`src/design/island_pkg.sv`:
```
// ---------------------------------------------------------------------
// Shared definitions for the safety island memory fabric: address map,
// request and response payloads of the req/gnt/rvalid bus, target
// encodings and the constant boot ROM image.
// ---------------------------------------------------------------------

`default_nettype none

package island_pkg;

  localparam int unsigned addr_width = 32;
  localparam int unsigned data_width = 32;
  localparam int unsigned be_width   = data_width / 8;

  // ---------------------------------------------------------------------
  // Address map
  // ---------------------------------------------------------------------
  localparam int unsigned bank_num_bytes = 1024;
  localparam int unsigned bank_num_words = bank_num_bytes / be_width;
  localparam int unsigned bank_word_bits = $clog2(bank_num_words);

  localparam logic [addr_width-1:0] bank0_base  = 32'h0000_0000;
  localparam logic [addr_width-1:0] bank1_base  = bank0_base + bank_num_bytes;
  localparam logic [addr_width-1:0] periph_base = 32'h0020_0000;

  localparam logic [addr_width-1:0] soc_ctrl_offset = 32'h0000_0000;
  localparam logic [addr_width-1:0] soc_ctrl_range  = 32'h0000_1000;
  localparam logic [addr_width-1:0] boot_rom_offset = 32'h0000_1000;
  localparam logic [addr_width-1:0] boot_rom_range  = 32'h0000_1000;

  localparam logic [addr_width-1:0] boot_addr_default = periph_base + boot_rom_offset + 32'h80;
  localparam logic [data_width-1:0] error_rdata       = 32'hBADC_AB1E;

  // Register offsets inside the SoC control window
  localparam logic [addr_width-1:0] reg_bootaddr_off = 32'h0;
  localparam logic [addr_width-1:0] reg_fetchen_off  = 32'h4;
  localparam logic [addr_width-1:0] reg_bootmode_off = 32'h8;

  // Boot image repeated over the whole ROM window
  localparam logic [0:7][data_width-1:0] boot_rom_words = {
    32'h0000_0297, 32'h0202_8293, 32'h3052_9073, 32'h0010_0093,
    32'h0000_0013, 32'h1050_0073, 32'hFFDF_F06F, 32'h0000_8067
  };

  // ---------------------------------------------------------------------
  // Bus payloads and encodings
  // ---------------------------------------------------------------------
  typedef struct packed {
    logic                  we;
    logic [be_width-1:0]   be;
    logic [addr_width-1:0] addr;
    logic [data_width-1:0] wdata;
  } mem_req_t;

  typedef struct packed {
    logic [data_width-1:0] rdata;
    logic                  err;
  } mem_rsp_t;

  typedef enum logic [1:0] {TGT_BANK0, TGT_BANK1, TGT_PERIPH} target_e;

  typedef enum logic [1:0] {PERIPH_ERROR, PERIPH_SOC_CTRL, PERIPH_BOOT_ROM} periph_e;

  typedef enum logic [1:0] {BOOT_PASSIVE, BOOT_SERIAL, BOOT_PRELOAD} bootmode_e;

endpackage

`default_nettype wire

```
`src/design/island_xbar.sv`:
```
// ---------------------------------------------------------------------
// Two-manager, three-target crossbar. Each manager address is decoded
// onto bank 0, bank 1 or the peripheral port; each target is shared
// round-robin. The owner of every transfer is recorded so the response
// one cycle later returns to the manager that issued it.
// ---------------------------------------------------------------------

`timescale 1ns/10ps
`default_nettype none

module island_xbar (
  input  logic                 clk_i,
  input  logic                 rst_ni,
  input  logic                 mgr_req_i     [2],
  input  island_pkg::mem_req_t mgr_payload_i [2],
  output logic                 mgr_gnt_o     [2],
  output logic                 mgr_rvalid_o  [2],
  output island_pkg::mem_rsp_t mgr_rsp_o     [2],
  output logic                 tgt_req_o     [3],
  output island_pkg::mem_req_t tgt_payload_o [3],
  input  logic                 tgt_gnt_i     [3],
  input  logic                 tgt_rvalid_i  [3],
  input  island_pkg::mem_rsp_t tgt_rsp_i     [3]
);

  island_pkg::target_e mgr_tgt [2];
  logic [1:0]          tgt_want [3];
  logic                tgt_winner [3];
  logic                rr_q [3];
  logic                owner_q [3];

  // ---------------------------------------------------------------------
  // Address decode
  // ---------------------------------------------------------------------
  always_comb begin
    for (int m = 0; m < 2; m++) begin
      if (mgr_payload_i[m].addr >= island_pkg::bank0_base &&
          mgr_payload_i[m].addr < island_pkg::bank0_base + island_pkg::bank_num_bytes) begin
        mgr_tgt[m] = island_pkg::TGT_BANK0;
      end else if (mgr_payload_i[m].addr >= island_pkg::bank1_base &&
                   mgr_payload_i[m].addr <
                   island_pkg::bank1_base + island_pkg::bank_num_bytes) begin
        mgr_tgt[m] = island_pkg::TGT_BANK1;
      end else begin
        // Anything unmapped ends at the error responder behind the port
        mgr_tgt[m] = island_pkg::TGT_PERIPH;
      end
    end
  end

  // ---------------------------------------------------------------------
  // Arbitration and request routing
  // ---------------------------------------------------------------------
  always_comb begin
    for (int t = 0; t < 3; t++) begin
      for (int m = 0; m < 2; m++) begin
        tgt_want[t][m] = mgr_req_i[m] && (mgr_tgt[m] == island_pkg::target_e'(t));
      end
      // Pointer only matters on a collision
      if (&tgt_want[t]) begin
        tgt_winner[t] = rr_q[t];
      end else begin
        tgt_winner[t] = tgt_want[t][1];
      end
      tgt_req_o[t]     = |tgt_want[t];
      tgt_payload_o[t] = mgr_payload_i[tgt_winner[t]];
    end
  end

  // Grant goes back to the winner once its target accepts
  always_comb begin
    for (int m = 0; m < 2; m++) begin
      mgr_gnt_o[m] = 1'b0;
    end
    for (int t = 0; t < 3; t++) begin
      for (int m = 0; m < 2; m++) begin
        if (tgt_want[t][m] && tgt_winner[t] == 1'(m) && tgt_gnt_i[t]) begin
          mgr_gnt_o[m] = 1'b1;
        end
      end
    end
  end

  always_ff @(posedge clk_i or negedge rst_ni) begin
    if (!rst_ni) begin
      for (int t = 0; t < 3; t++) begin
        rr_q[t]    <= 1'b0;
        owner_q[t] <= 1'b0;
      end
    end else begin
      for (int t = 0; t < 3; t++) begin
        if (tgt_req_o[t] && tgt_gnt_i[t]) begin
          rr_q[t]    <= ~tgt_winner[t];
          owner_q[t] <= tgt_winner[t];
        end
      end
    end
  end

  // ---------------------------------------------------------------------
  // Response routing
  // ---------------------------------------------------------------------
  always_comb begin
    for (int m = 0; m < 2; m++) begin
      mgr_rvalid_o[m] = 1'b0;
      mgr_rsp_o[m]    = '0;
    end
    // A manager has at most one transfer per cycle, so no collision here
    for (int t = 0; t < 3; t++) begin
      if (tgt_rvalid_i[t]) begin
        mgr_rvalid_o[owner_q[t]] = 1'b1;
        mgr_rsp_o[owner_q[t]]    = tgt_rsp_i[t];
      end
    end
  end

  for (genvar t = 0; t < 3; t++) begin : gen_rsp_check
    assert property (@(posedge clk_i) disable iff (!rst_ni)
      tgt_rvalid_i[t] |-> $past(tgt_req_o[t] && tgt_gnt_i[t]))
      else $error("target %0d responded without a transfer in the cycle before", t);
  end

endmodule

`default_nettype wire

```
`config.mk`:
```
export PLATFORM = sky130hd
export DESIGN_NAME = island_xbar
export DESIGN_NICKNAME = d
export VERILOG_FILES = /design/src/design/island_pkg.sv /design/src/design/island_xbar.sv
export SDC_FILE = /design/constraint.sdc
export NUM_CORES = 1
export LEC_CHECK = 0
export ABC_AREA = 1
export BUFFER_PORTS_ARGS = -buffer_cell sky130_fd_sc_hd__buf_2
export CORE_AREA = 2 2 206 208
export CTS_CLUSTER_DIAMETER = 200
export DETAILED_ROUTE_END_ITERATION = 12
export DIE_AREA = 0 0 208 210
export GPL_ROUTABILITY_DRIVEN = 1
export SLEW_MARGIN = 40
export SYNTH_ARGS = -nofsm -noshare
export SYNTH_HDL_FRONTEND = slang
export SYNTH_SLANG_ARGS = --single-unit
```
`constraint.sdc`:
```
create_clock -name clk_i -period 1.4 [get_ports clk_i]
set_input_delay 0.07 -clock clk_i [delete_from_list [all_inputs] [get_ports clk_i]]
set_output_delay 0.07 -clock clk_i [all_outputs]
set_load 0.02 [all_outputs]
```
==> out/metrics.yaml <==
status: "finished with violations"
violations: "setup timing"
met2_length_um: 23800
cp-start-kind: "input pin"
grt_pass1_vias: 8330
final_area_um2: 14600
crit_arrival_ps: 1770
rsz0062_at_grt: "true"
root_buffer: "clkbuf_16"
p_per_area_nw_per_um2: 426
ys_ff_latch: 6
cpPeakStageDelay_ps: 190
synth-edff-count: 0
firstDrtPassIters: 5
path_clk_slew_ps: 30
syn_inst: 909
seqPwrFrac: 0.031
post-route-util: 0.351
grt_overflow_total: 0
max_slew_margin: 0.786
initial_utilization: 0.106
avgViaCountPerCell: 4.64
seq_area_frac_synth: 0.0341
worstReg2RegStart: "rr_q[1]$_DFFE_PN0P_"
grtUsageTotal: 0.148
dpl_cell_area_um2: 8650
swShare: 0.501
synth_top_cell_area_share: 0.221
grt_pass1_wl_um: 49900
worstSetupPathType: "input pin to output port"
netlist_area_um2: 4400
portBuffers: 526
setup_violations: 279
die_height_um: 210
p_int_mw: 3.09
synth-async-reset-ratio: 1.00
antenna_found_initial: 11
cp-end-kind: "output port"
fin_nets: 1829
setup_tns_ps: -81860
synth_most_common_cell: "nand2_1"
switching_power_mw: 3.10
ff2ff_setup_slack_ps: -50
routabilityCongestion: 0.894
route.met3.wl_um: 3240
yosysWarnings: 0
die_area_um2: 43700
place.detailed.hpwl_um: 26600
synth.area.top_cells: "nand2_1 (22%), o21ai_0 (13%), nor2_1 (10%)"
io_pins: 527
p_clk_frac: 0.073
maxCapViolations: 0
wl_um: 45200
crit_path_start: "mgr_payload_i[46]"
pre_cts_ws_ps: -465
area_delta_synth_final_pct: 231
max_freq_mhz: 542
min_from: "tgt_gnt_i[0]"
cts_tree: "built"
period_share: 1.32
core_um2: 41500
synth.largest_area_cell: "nand2_1"
hold_slack_ps: 150
num_rows: 75
drc: 0
fin_crit_ps: 1840
final_hold_viol_count: 0
fp.dieW_um: 208
h-tree-depth: 1
clk_latency_ps: 220
setup_ws_ps: -444
drt-initial-drc-count: 670
p_leak_nw: 6.82
highest_layer: "met5"
cts_made_buffers: 3
synth_common_cells: "nand2_1 (259), nor2_1 (118), o21ai_0 (112)"
maxSlewViolCount: 0
cpMostUsedCell: "nor2_4"
path_cells: "buf_2, nor2_4, nand2_2, nor2_4, nand3_2, nor2_4, nand2_8, buf_12, clkbuf_16, buf_6, o21ai_2, buf_6"
combPwrFrac: 0.896
hp-class: "input pin to flip-flop"
dr_total_vias: 9845
m1WireLength_um: 16100
fin_skew_ps: 0.602
cts.sinks: 6
required_ps: 1330
cts_max_path_buffers: 2
placedCellCount: 2011
total_power_mw: 6.20
ys.flop_type: "dfrtp_1"
drive_gt1_frac: 0.756
routedWlPerCell_um: 21.3
final_cell_count_no_fill: 2123
cpMaxStageDelayCell: "nor2_4"
synth.avg_cell_area_um2: 4.84
syn_nets: 1156
tightestPinTransition_ps: 321
grt_max_degree: 42
antenna_left: 0
yosysUniqueCellTypes: 31
cp_max_fo: 7
peakVddDrop_mv: 0.384
-- worst max-delay path: cells and delay by family --
family	cells	cell delay (ps)
buffers and inverters	5	720
and+or+nand+nor	6	800
AOI/OAI and AO/OA	1	170
-- kinds of logic after synthesis --
group,Yosys count,synth area share
buffers and inverters,166,0.172
AOI/OAI and AO/OA,275,0.355
DFF,6,0.0341
and+or+nand+nor,462,0.438
-- flip-flops by register name, indices dropped and copies added (netlist names) --
register	flops
rr_q	3
owner_q	3
-- power by group through the flow --
stage               clock [mW]  combinational (mW)  sequential [mW]
finish                   0.451                5.55            0.191
global route             0.469                5.77            0.193
CTS                      0.461                4.06            0.193
detailed placement           0                3.50            0.192
global placement             0                3.50            0.193
floorplan                    0                1.88            0.187
-- final timing paths --
check | endpoint | cells past startpoint
worst max-delay path | tgt_payload_o[101] | 12
worst max register to register | rr_q[1]$_DFFE_PN0P_ | 8
min in group asynchronous | rr_q[1]$_DFFE_PN0P_ | 2
worst min-delay path | owner_q[0]$_DFFE_PN0P_ | 3
worst min register to register | rr_q[2]$_DFFE_PN0P_ | 2
max in group asynchronous | owner_q[0]$_DFFE_PN0P_ | 2
-- routing by layer --
| layer | up-vias | track usage |
|---|---|---|
| met5 | - | 0 |
| met4 | 6 | 0.0467 |
| met3 | 142 | 0.0299 |
| met2 | 632 | 0.285 |
| met1 | 4671 | 0.160 |
| li1 | 4394 | - |
-- final cells by class --
class | count | area (µm²)
Clock buffer | 3 | 75.1
Multi-Input combinational cell | 741 | 6140
Timing Repair Buffer | 738 | 7140
Antenna cell | 4 | 10.0
Inverter | 92 | 372
Fill cell | 4030 | 26900
Sequential cell | 6 | 151
Tap cell | 539 | 674
-- placed cells by master, fill, tap and decap left out, types with 13 or more instances in the layout --
master / count
buf_8: 18
nand3_1: 39
o21ai_4: 58
o21ai_2: 85
o21ai_1: 37
a31o_2: 18
buf_6: 240
nor2_2: 16
buf_12: 39
nand2_1: 120
a31oi_2: 28
buf_16: 13
buf_4: 161
nor2_4: 41
buf_2: 242
nand2_2: 75
nand4_1: 13
clkbuf_16: 27
nand2_4: 73
nor2_1: 69
a31oi_4: 15
inv_1: 80
-- what timing repair did --
| item | 4_1_cts | 5_1_grt |
|---|---|---|
| cloned | 17 | 32 |
| setup endpoints to repair | 280 | 283 |
| pin swaps | 8 | 56 |
| setup buffers | 19 | 46 |
| gates resized for setup | 287 | 895 |
| hold buffers | 1 | 0 |
| hold endpoints to repair | 6 | 0 |
Note: power is estimated with default switching activity, not from simulation.
