### config.mk
export PLATFORM = sky130hd
export DESIGN_NAME = island_soc_ctrl
export DESIGN_NICKNAME = d
export VERILOG_FILES = /design/src/design/island_pkg.sv /design/src/design/island_soc_ctrl.sv
export SDC_FILE = /design/constraint.sdc
export NUM_CORES = 1
export LEC_CHECK = 0
export BUFFER_PORTS_ARGS = -buffer_cell sky130_fd_sc_hd__clkbuf_2
export CORE_MARGIN = 2
export CORE_UTILIZATION = 35
export DETAILED_ROUTE_END_ITERATION = 7
export GPL_TIMING_DRIVEN = 0
export HOLD_SLACK_MARGIN = 0.02
export PLACE_DENSITY = 0.67
export RECOVER_POWER = 25
export SLEW_MARGIN = 30
export SYNTH_ARGS = -nofsm -noshare
export SYNTH_HDL_FRONTEND = slang
export SYNTH_SLANG_ARGS = --single-unit
### constraint.sdc
create_clock -name clk_i -period 0.85 [get_ports clk_i]
set_input_delay 0.085 -clock clk_i [delete_from_list [all_inputs] [get_ports clk_i]]
set_output_delay 0.085 -clock clk_i [all_outputs]
set_load 0.03 [all_outputs]
### src/design/island_pkg.sv
// ---------------------------------------------------------------------
// Shared definitions for the safety island memory fabric: address map,
// request and response payloads of the req/gnt/rvalid bus, target
// encodings and the constant boot ROM image.
// ---------------------------------------------------------------------

`default_nettype none

package island_pkg;

  localparam int unsigned addr_width = 32;
  localparam int unsigned data_width = 32;
  localparam int unsigned be_width   = data_width / 8;

  // ---------------------------------------------------------------------
  // Address map
  // ---------------------------------------------------------------------
  localparam int unsigned bank_num_bytes = 1024;
  localparam int unsigned bank_num_words = bank_num_bytes / be_width;
  localparam int unsigned bank_word_bits = $clog2(bank_num_words);

  localparam logic [addr_width-1:0] bank0_base  = 32'h0000_0000;
  localparam logic [addr_width-1:0] bank1_base  = bank0_base + bank_num_bytes;
  localparam logic [addr_width-1:0] periph_base = 32'h0020_0000;

  localparam logic [addr_width-1:0] soc_ctrl_offset = 32'h0000_0000;
  localparam logic [addr_width-1:0] soc_ctrl_range  = 32'h0000_1000;
  localparam logic [addr_width-1:0] boot_rom_offset = 32'h0000_1000;
  localparam logic [addr_width-1:0] boot_rom_range  = 32'h0000_1000;

  localparam logic [addr_width-1:0] boot_addr_default = periph_base + boot_rom_offset + 32'h80;
  localparam logic [data_width-1:0] error_rdata       = 32'hBADC_AB1E;

  // Register offsets inside the SoC control window
  localparam logic [addr_width-1:0] reg_bootaddr_off = 32'h0;
  localparam logic [addr_width-1:0] reg_fetchen_off  = 32'h4;
  localparam logic [addr_width-1:0] reg_bootmode_off = 32'h8;

  // Boot image repeated over the whole ROM window
  localparam logic [0:7][data_width-1:0] boot_rom_words = {
    32'h0000_0297, 32'h0202_8293, 32'h3052_9073, 32'h0010_0093,
    32'h0000_0013, 32'h1050_0073, 32'hFFDF_F06F, 32'h0000_8067
  };

  // ---------------------------------------------------------------------
  // Bus payloads and encodings
  // ---------------------------------------------------------------------
  typedef struct packed {
    logic                  we;
    logic [be_width-1:0]   be;
    logic [addr_width-1:0] addr;
    logic [data_width-1:0] wdata;
  } mem_req_t;

  typedef struct packed {
    logic [data_width-1:0] rdata;
    logic                  err;
  } mem_rsp_t;

  typedef enum logic [1:0] {TGT_BANK0, TGT_BANK1, TGT_PERIPH} target_e;

  typedef enum logic [1:0] {PERIPH_ERROR, PERIPH_SOC_CTRL, PERIPH_BOOT_ROM} periph_e;

  typedef enum logic [1:0] {BOOT_PASSIVE, BOOT_SERIAL, BOOT_PRELOAD} bootmode_e;

endpackage

`default_nettype wire

### src/design/island_soc_ctrl.sv
// ---------------------------------------------------------------------
// SoC control registers: boot address, fetch enable and the read-only
// boot mode. Requests are granted at once and answered one cycle later.
// Fetch enable can be taken over by a hardware pin via the selector.
// ---------------------------------------------------------------------

`timescale 1ns/10ps
`default_nettype none

module island_soc_ctrl (
  input  logic                              clk_i,
  input  logic                              rst_ni,
  input  logic                              req_i,
  input  island_pkg::mem_req_t              payload_i,
  output logic                              gnt_o,
  output logic                              rvalid_o,
  output island_pkg::mem_rsp_t              rsp_o,
  input  island_pkg::bootmode_e             bootmode_i,
  input  logic                              fetch_enable_selector_i,
  input  logic                              fetch_enable_i,
  output logic                              fetch_enable_o,
  output logic [island_pkg::addr_width-1:0] boot_addr_o
);

  logic [island_pkg::addr_width-1:0] reg_off;
  logic [island_pkg::addr_width-1:0] bootaddr_q;
  logic                              fetchen_q;
  logic                              rvalid_q;
  island_pkg::mem_rsp_t              rsp_d;
  island_pkg::mem_rsp_t              rsp_q;

  assign reg_off = payload_i.addr & (island_pkg::soc_ctrl_range - 1);
  assign gnt_o   = req_i;

  always_comb begin
    rsp_d.rdata = '0;
    rsp_d.err   = 1'b0;
    case (reg_off)
      island_pkg::reg_bootaddr_off: rsp_d.rdata = bootaddr_q;
      island_pkg::reg_fetchen_off:  rsp_d.rdata = {31'b0, fetchen_q};
      island_pkg::reg_bootmode_off: begin
        rsp_d.rdata = 32'(bootmode_i);
        rsp_d.err   = payload_i.we;
      end
      default: rsp_d.err = 1'b1;
    endcase
  end

  always_ff @(posedge clk_i or negedge rst_ni) begin
    if (!rst_ni) begin
      bootaddr_q <= island_pkg::boot_addr_default;
      fetchen_q  <= 1'b0;
      rvalid_q   <= 1'b0;
    end else begin
      rvalid_q <= req_i;
      if (req_i && payload_i.we) begin
        if (reg_off == island_pkg::reg_bootaddr_off) begin
          for (int b = 0; b < island_pkg::be_width; b++) begin
            if (payload_i.be[b]) begin
              bootaddr_q[8*b +: 8] <= payload_i.wdata[8*b +: 8];
            end
          end
        end
        if (reg_off == island_pkg::reg_fetchen_off && payload_i.be[0]) begin
          fetchen_q <= payload_i.wdata[0];
        end
      end
    end
  end

  always_ff @(posedge clk_i) begin
    if (req_i) begin
      rsp_q <= rsp_d;
    end
  end

  assign rvalid_o = rvalid_q;
  assign rsp_o    = rsp_q;

  // Hardware pin wins over the register when selected
  assign fetch_enable_o = fetch_enable_selector_i ? fetch_enable_i : fetchen_q;
  assign boot_addr_o    = bootaddr_q;

endmodule

`default_nettype wire

==> flow_metrics.tcl, run 1 <==
set metrics [dict create \
    cts.sinks 67 \
    syn_area_per_cell_um2 16.7 \
    syn_to_final_growth_pct 92.6 \
    dp_slack_ns -1.83 \
    insertedDiodeCount 0 \
    fin_nets 448 \
    timing.slew.headroom_pct 47.1 \
    port_buffers 122 \
    grt_max_degree 37 \
    tritoncts "built" \
    dieHeight_um 92.5 \
    crit_path_end_kind "flop" \
    worstSetupPathType "in2reg" \
    hold_violations 31 \
    timing.final.crit_share_pct 166 \
    seq_area_frac_synth_pct 67.4 \
    r2r_end "rsp_o[1]" \
    min_period_ns 1.41 \
    layout_commonest_cell "clkbuf_2" \
    skew_ns 0.00772 \
    yosysTopAreaCell "edfxtp_1" \
    drv_slew 0 \
    yosysWarnings 0 \
    fp-row-count 32 \
    wire_per_inst_um 16.3 \
    grt_remaining_overflow 0 \
    insertion_delay_ns 0.33 \
    syn_inst 164 \
    dp.final_hpwl_um 4370 \
    leakage_nw 2.54 \
    grtUsageTotal_pct 19.0 \
    place.gp.congestion 0.692 \
    fin_ws_ns -0.558 \
    setup_viol 133 \
    r2r_setup_slack_ns -0.36 \
    ff2ff_path_depth 5 \
    max_cap_viol_count 0 \
    violations "negative hold slack, negative setup slack" \
    worst_pin_slew_ns 0.793 \
    hold_class "in2async" \
    drt_iter0_drc 58 \
    status "finished, violations left" \
    hold_slack_ns -0.168 \
    die_area_mm2 0.00855 \
    total_power_mw 6.92 \
    grt_pass1_vias 2426 \
    core_mm2 0.00765 \
    r2r-start "fetchen_q" \
    yosys-top-cells-area "edfxtp_1 (36%), dfrtp_1 (28%), mux2_2 (9.9%), and3_1 (6.9%), mux2_4 (4.4%)" \
    clkTransAtPathRegs_ns 0.07 \
    critPathRequiredTime_ns 1.06 \
    antenna_left 0 \
    numCtsBuffers 9 \
    drc 0 \
    cp-start-kind "input port" \
    cts_max_path_buffers 2 \
    ioPinCount 144 \
    ys_types 24 \
    clock-root-buffer "clkbuf_8" \
    ys_ff_latch 67 \
    htree_levels 3 \
    drt_first_pass_iters 4 \
    synthesis.nets 240 \
    ir_worst_vdd_v 0.000843 \
    syn_area_mm2 0.00274 \
    rsz0062_at_grt "yes" \
    fmax_ghz 0.710 \
    cp.arrival_ns 1.62 \
    power_density_mw_per_mm2 1310 \
    grt_pass1_wl_um 12200 \
    netlist.area_leader.share_pct 36.2 \
    crit_fanout 8 \
    drive_gt1_share_pct 64.2 \
    start_util_pct 35.8 \
    vias_per_cell 4.62 \
    antenna_found_initial 0 \
    most-common-layout-cells "clkbuf_2 (51), buf_8 (42), buf_4 (36), clkbuf_8 (36)" \
    routed-via-count 2212 \
    die_w_um 92.5 \
    drt-total-wl_um 7800 \
]
## stage by stage
| step | area [um2] | TNS [ns] | util [%] | instances |
|---|---|---|---|---|
| floorplan | 2810 | -55.48 | - | 164 |
| finish | 5280 | -42.42 | 69.0 | 479 |
| global placement | 3540 | -107.74 | 46.3 | 388 |
| detailed placement | 3540 | -107.45 | 46.3 | 388 |
| CTS | 5120 | -41.86 | 66.9 | 474 |
| global route | 5280 | -47.54 | 69.0 | 479 |
## cells by family after synthesis
logic type             Yosys count  synth area share (%)
flip-flops                      67                  67.4
AND/OR/NAND/NOR                 49                  14.5
multiplexers                    36                  15.8
buffers and inverters           10                  1.92
AO/OA/AOI/OAI                    2                 0.365
## critical path: stages
cell and delay, ns:
clkbuf_2 0.08, or4_4 0.53, buf_12 0.16, nor4_4 0.26
buf_12 0.18, mux2_4 0.31
## power by group
group | switching [mW] | internal, mW | total (mW)
logic | 0.367 | 0.388 | 0.755
registers | 0.0314 | 3.46 | 3.49
clock network | 1.17 | 1.49 | 2.67
total | 1.57 | 5.35 | 6.92
## how the worst max path moves through the flow
stage             startpoint         endpoint  slack (ns)  cells after the start
3_5_place_dp           req_i  boot_addr_o[17]       -1.83                      4
3_3_place_gp           req_i   boot_addr_o[5]       -1.83                      4
6_report       payload_i[33]  boot_addr_o[16]       -0.56                      6
4_1_cts        payload_i[38]  boot_addr_o[30]       -0.52                      5
2_1_floorplan  payload_i[37]  boot_addr_o[16]       -0.98                      4
5_1_grt        payload_i[33]         rsp_o[2]       -0.59                      7
## final cells by class
cell class	count	area (um2)
clock buffers	11	151
well taps	102	128
plain buffers	9	109
flip-flops and latches	67	1850
clock inverters	5	51.3
repair buffers	198	1980
multi-input cells	87	1010
fillers	542	2370
## layer usage
metal / vias up / GRT usage (%) / routed length (um)
li1: 1040 / - / -
met1: 1067 / 21.7 / 3080
met2: 88 / 33.8 / 4160
met3: 17 / 5.04 / 380
met4: 0 / 7.84 / 190
met5: - / 0 / 0
## timing repair
action                                 CTS  global route
hold buffers                            32             1
endpoints found under the hold margin   64            32
pin swaps                               11             7
setup endpoints to repair              134           134
buffers inserted                        38             3
gates cloned                             1             1
resized for setup                      166            58
## cells in the mapped netlist
master    instances
mux2_1            2
nor4_2            1
o21ai_0           2
nor3b_1           1
clkbuf_1          7
dfstp_2           3
buf_6             1
nand2_1           1
nand3b_1          2
and2_1            1
dfrtp_1          31
nor4_4            4
or4_4             1
nor2_1            1
mux2i_1           2
edfxtp_1         33
mux2_4            8
or4b_1            4
or4bb_1           1
buf_4             2
nor4_1            1
mux2_2           24
and3_1           30
or4_1             1
## state kept, by name, indices dropped and copies added, names as in the netlist
name,flops
rvalid_o,1
boot_addr_o,32
rsp_o,33
fetchen_q,1
Note: power is estimated with default switching activity, not from simulation.
==> inputs of run 2 (changes only) <==
--- a/config.mk
+++ b/config.mk
@@ -5,15 +5,17 @@
 export SDC_FILE = /design/constraint.sdc
 export NUM_CORES = 1
 export LEC_CHECK = 0
+export ABC_AREA = 0
 export BUFFER_PORTS_ARGS = -buffer_cell sky130_fd_sc_hd__clkbuf_2
 export CORE_MARGIN = 2
-export CORE_UTILIZATION = 35
+export CORE_UTILIZATION = 40
 export DETAILED_ROUTE_END_ITERATION = 7
 export GPL_TIMING_DRIVEN = 0
 export HOLD_SLACK_MARGIN = 0.02
-export PLACE_DENSITY = 0.67
+export PLACE_DENSITY = 0.75
 export RECOVER_POWER = 25
 export SLEW_MARGIN = 30
 export SYNTH_ARGS = -nofsm -noshare
 export SYNTH_HDL_FRONTEND = slang
 export SYNTH_SLANG_ARGS = --single-unit
+export TNS_END_PERCENT = 10
==> run 2 against run 1 <==
  * The run still ends with negative hold slack, negative setup slack left
  * Combinational power fell by 4.0%
  * Die area fell by 12%
  * Worst setup slack lost 0.018 ns
  * Largest cell class is now sequential cells
  * Final area is 7.5% lower
  * Clock skew barely moved
  * Clock-buffer cell count shrank 2
  * Sequential power barely moved
  * Highest routed layer unchanged
  * Final cell count shrank 12%
==> flow_metrics.tcl, run 2 (synthesized netlist as in run 1, its figures left out) <==
set metrics [dict create \
    min_period_ns 1.43 \
    routed-via-count 2138 \
    clock-root-buffer "clkbuf_8" \
    antenna_found_initial 0 \
    clkTransAtPathRegs_ns 0.07 \
    cp-start-kind "input port" \
    drt-total-wl_um 7660 \
    timing.final.crit_share_pct 168 \
    crit_fanout 8 \
    total_power_mw 7.40 \
    grt_pass1_wl_um 11100 \
    largest_reg_flops 33 \
    numCtsBuffers 9 \
    hold_violations 31 \
    critPathRequiredTime_ns 1.07 \
    grt_max_degree 37 \
    place.gp.congestion 0.740 \
    ir_worst_vdd_v 0.000910 \
    leakage_nw 2.35 \
    htree_levels 3 \
    fin_ws_ns -0.577 \
    layout_commonest_cell "clkbuf_2" \
    drv_slew 0 \
    tritoncts "built" \
    dieHeight_um 86.7 \
    cts_hold_buffers 32 \
    grt_remaining_overflow 0 \
    start_util_pct 40.8 \
    fin_nets 412 \
    hold_class "in2async" \
    worst_path_max_delay_cell "or4_4" \
    power_density_mw_per_mm2 1520 \
    drc 0 \
    drt_first_pass_iters 4 \
    vias_per_cell 5.08 \
    hold_slack_ns -0.129 \
    final_util_pct 72.6 \
    worstSetupPathType "in2reg" \
    fp-row-count 30 \
    status "finished, violations left" \
    final.setup.tns_ns -42.12 \
    core_mm2 0.00672 \
    rsz0062_at_grt "yes" \
    violations "negative hold slack, negative setup slack" \
    cp.arrival_ns 1.64 \
    ioPinCount 144 \
    insertedDiodeCount 0 \
    grt_pass1_vias 2193 \
    cpPeakStageDelay_ns 0.63 \
    path_delay_family "simple AND/OR/NAND/NOR gates" \
    cts_max_path_buffers 2 \
    antenna_left 0 \
    syn_to_final_growth_pct 78.2 \
    wire_per_inst_um 18.2 \
    insertion_delay_ns 0.33 \
    fmax_ghz 0.701 \
    worst_pin_slew_ns 0.899 \
    path_cells "clkbuf_2, or4_4, nor4_4, buf_6, mux2_4" \
    max_cap_viol_count 0 \
    drive_gt1_share_pct 57.8 \
    grtUsageTotal_pct 20.2 \
    critPathBufInv 2 \
    drt_iter0_drc 73 \
    timing.slew.headroom_pct 40.1 \
    die_area_mm2 0.00752 \
    most-common-layout-cells "clkbuf_2 (53), buf_8 (39), mux2_4 (33), clkbuf_8 (33), edfxtp_1 (33)" \
    crit_path_end_kind "flop" \
    port_buffers 122 \
    skew_ns 0.00734 \
    dp_slack_ns -1.84 \
    dp.final_hpwl_um 4310 \
    cts.sinks 67 \
    setup_viol 133 \
    die_w_um 86.7 \
]
run 2: changes by cell type in the layout (fill, tap and decap cells not counted), moves of 5 or more:
cell | before | now
and3_1 | 25 | 30
buf_6 | 7 | 12
buf_4 | 36 | 3
and3_4 | 5 | 0
run 2: repair_timing:
action	in CTS	in global routing
cloned	0	1
pin swaps	7	6
buffers inserted	8	0
hold endpoints to repair	64	31
setup endpoints to repair	134	133
gates resized for setup	156	73
run 2: routing by layer:
layer / global-route usage [%] / up-vias / wire [um]
met4: 5.97 / 0 / 106
met2: 36.2 / 100 / 4120
met3: 7.33 / 12 / 469
li1: - / 969 / -
met1: 22.5 / 1057 / 2960
met5: 0 / - / 0
run 2: path summary, 6_finish.rpt:
path | startpoint | end | slack, ns | cells after the start
min in group clk_i | req_i | rvalid_o | 0.07 | 1
worst min-delay path | rst_ni | boot_addr_o[30] | -0.13 | 1
max in group asynchronous | rst_ni | boot_addr_o[25] | 0.43 | 1
worst min register to register | fetchen_q | fetchen_q | 0.56 | 1
worst max register to register | boot_addr_o[0] | rsp_o[1] | -0.19 | 3
worst max-delay path | payload_i[37] | boot_addr_o[29] | -0.58 | 5
run 2: layout make-up:
type / instances / area (um2)
Fill cell: 422 / 1840
Clock inverter: 7 / 116
Multi-Input combinational cell: 87 / 962
Timing Repair Buffer: 163 / 1660
Buffer: 8 / 68.8
Tap cell: 80 / 100
Clock buffer: 9 / 124
Sequential cell: 67 / 1850
run 2: worst register-to-register path: stages, from the launching register on:
cell	delay [ns]
dfrtp_1	0.42
mux2i_1	0.13
o21ai_0	0.08
and2_1	0.17
run 2: where the power goes:
part	switching [mW]	total (mW)	internal [mW]	leakage, nW
registers	0.0311	3.49	3.46	0.801
clock network	1.23	3.18	1.94	0.121
logic	0.363	0.725	0.362	1.42
total	1.63	7.40	5.77	2.35
run 2: stage by stage:
stage	instances	area, um2
2_1_floorplan	164	2740
3_3_place_gp	366	3450
3_5_place_dp	366	3450
4_1_cts	421	4720
5_1_grt	421	4880
6_report	421	4880
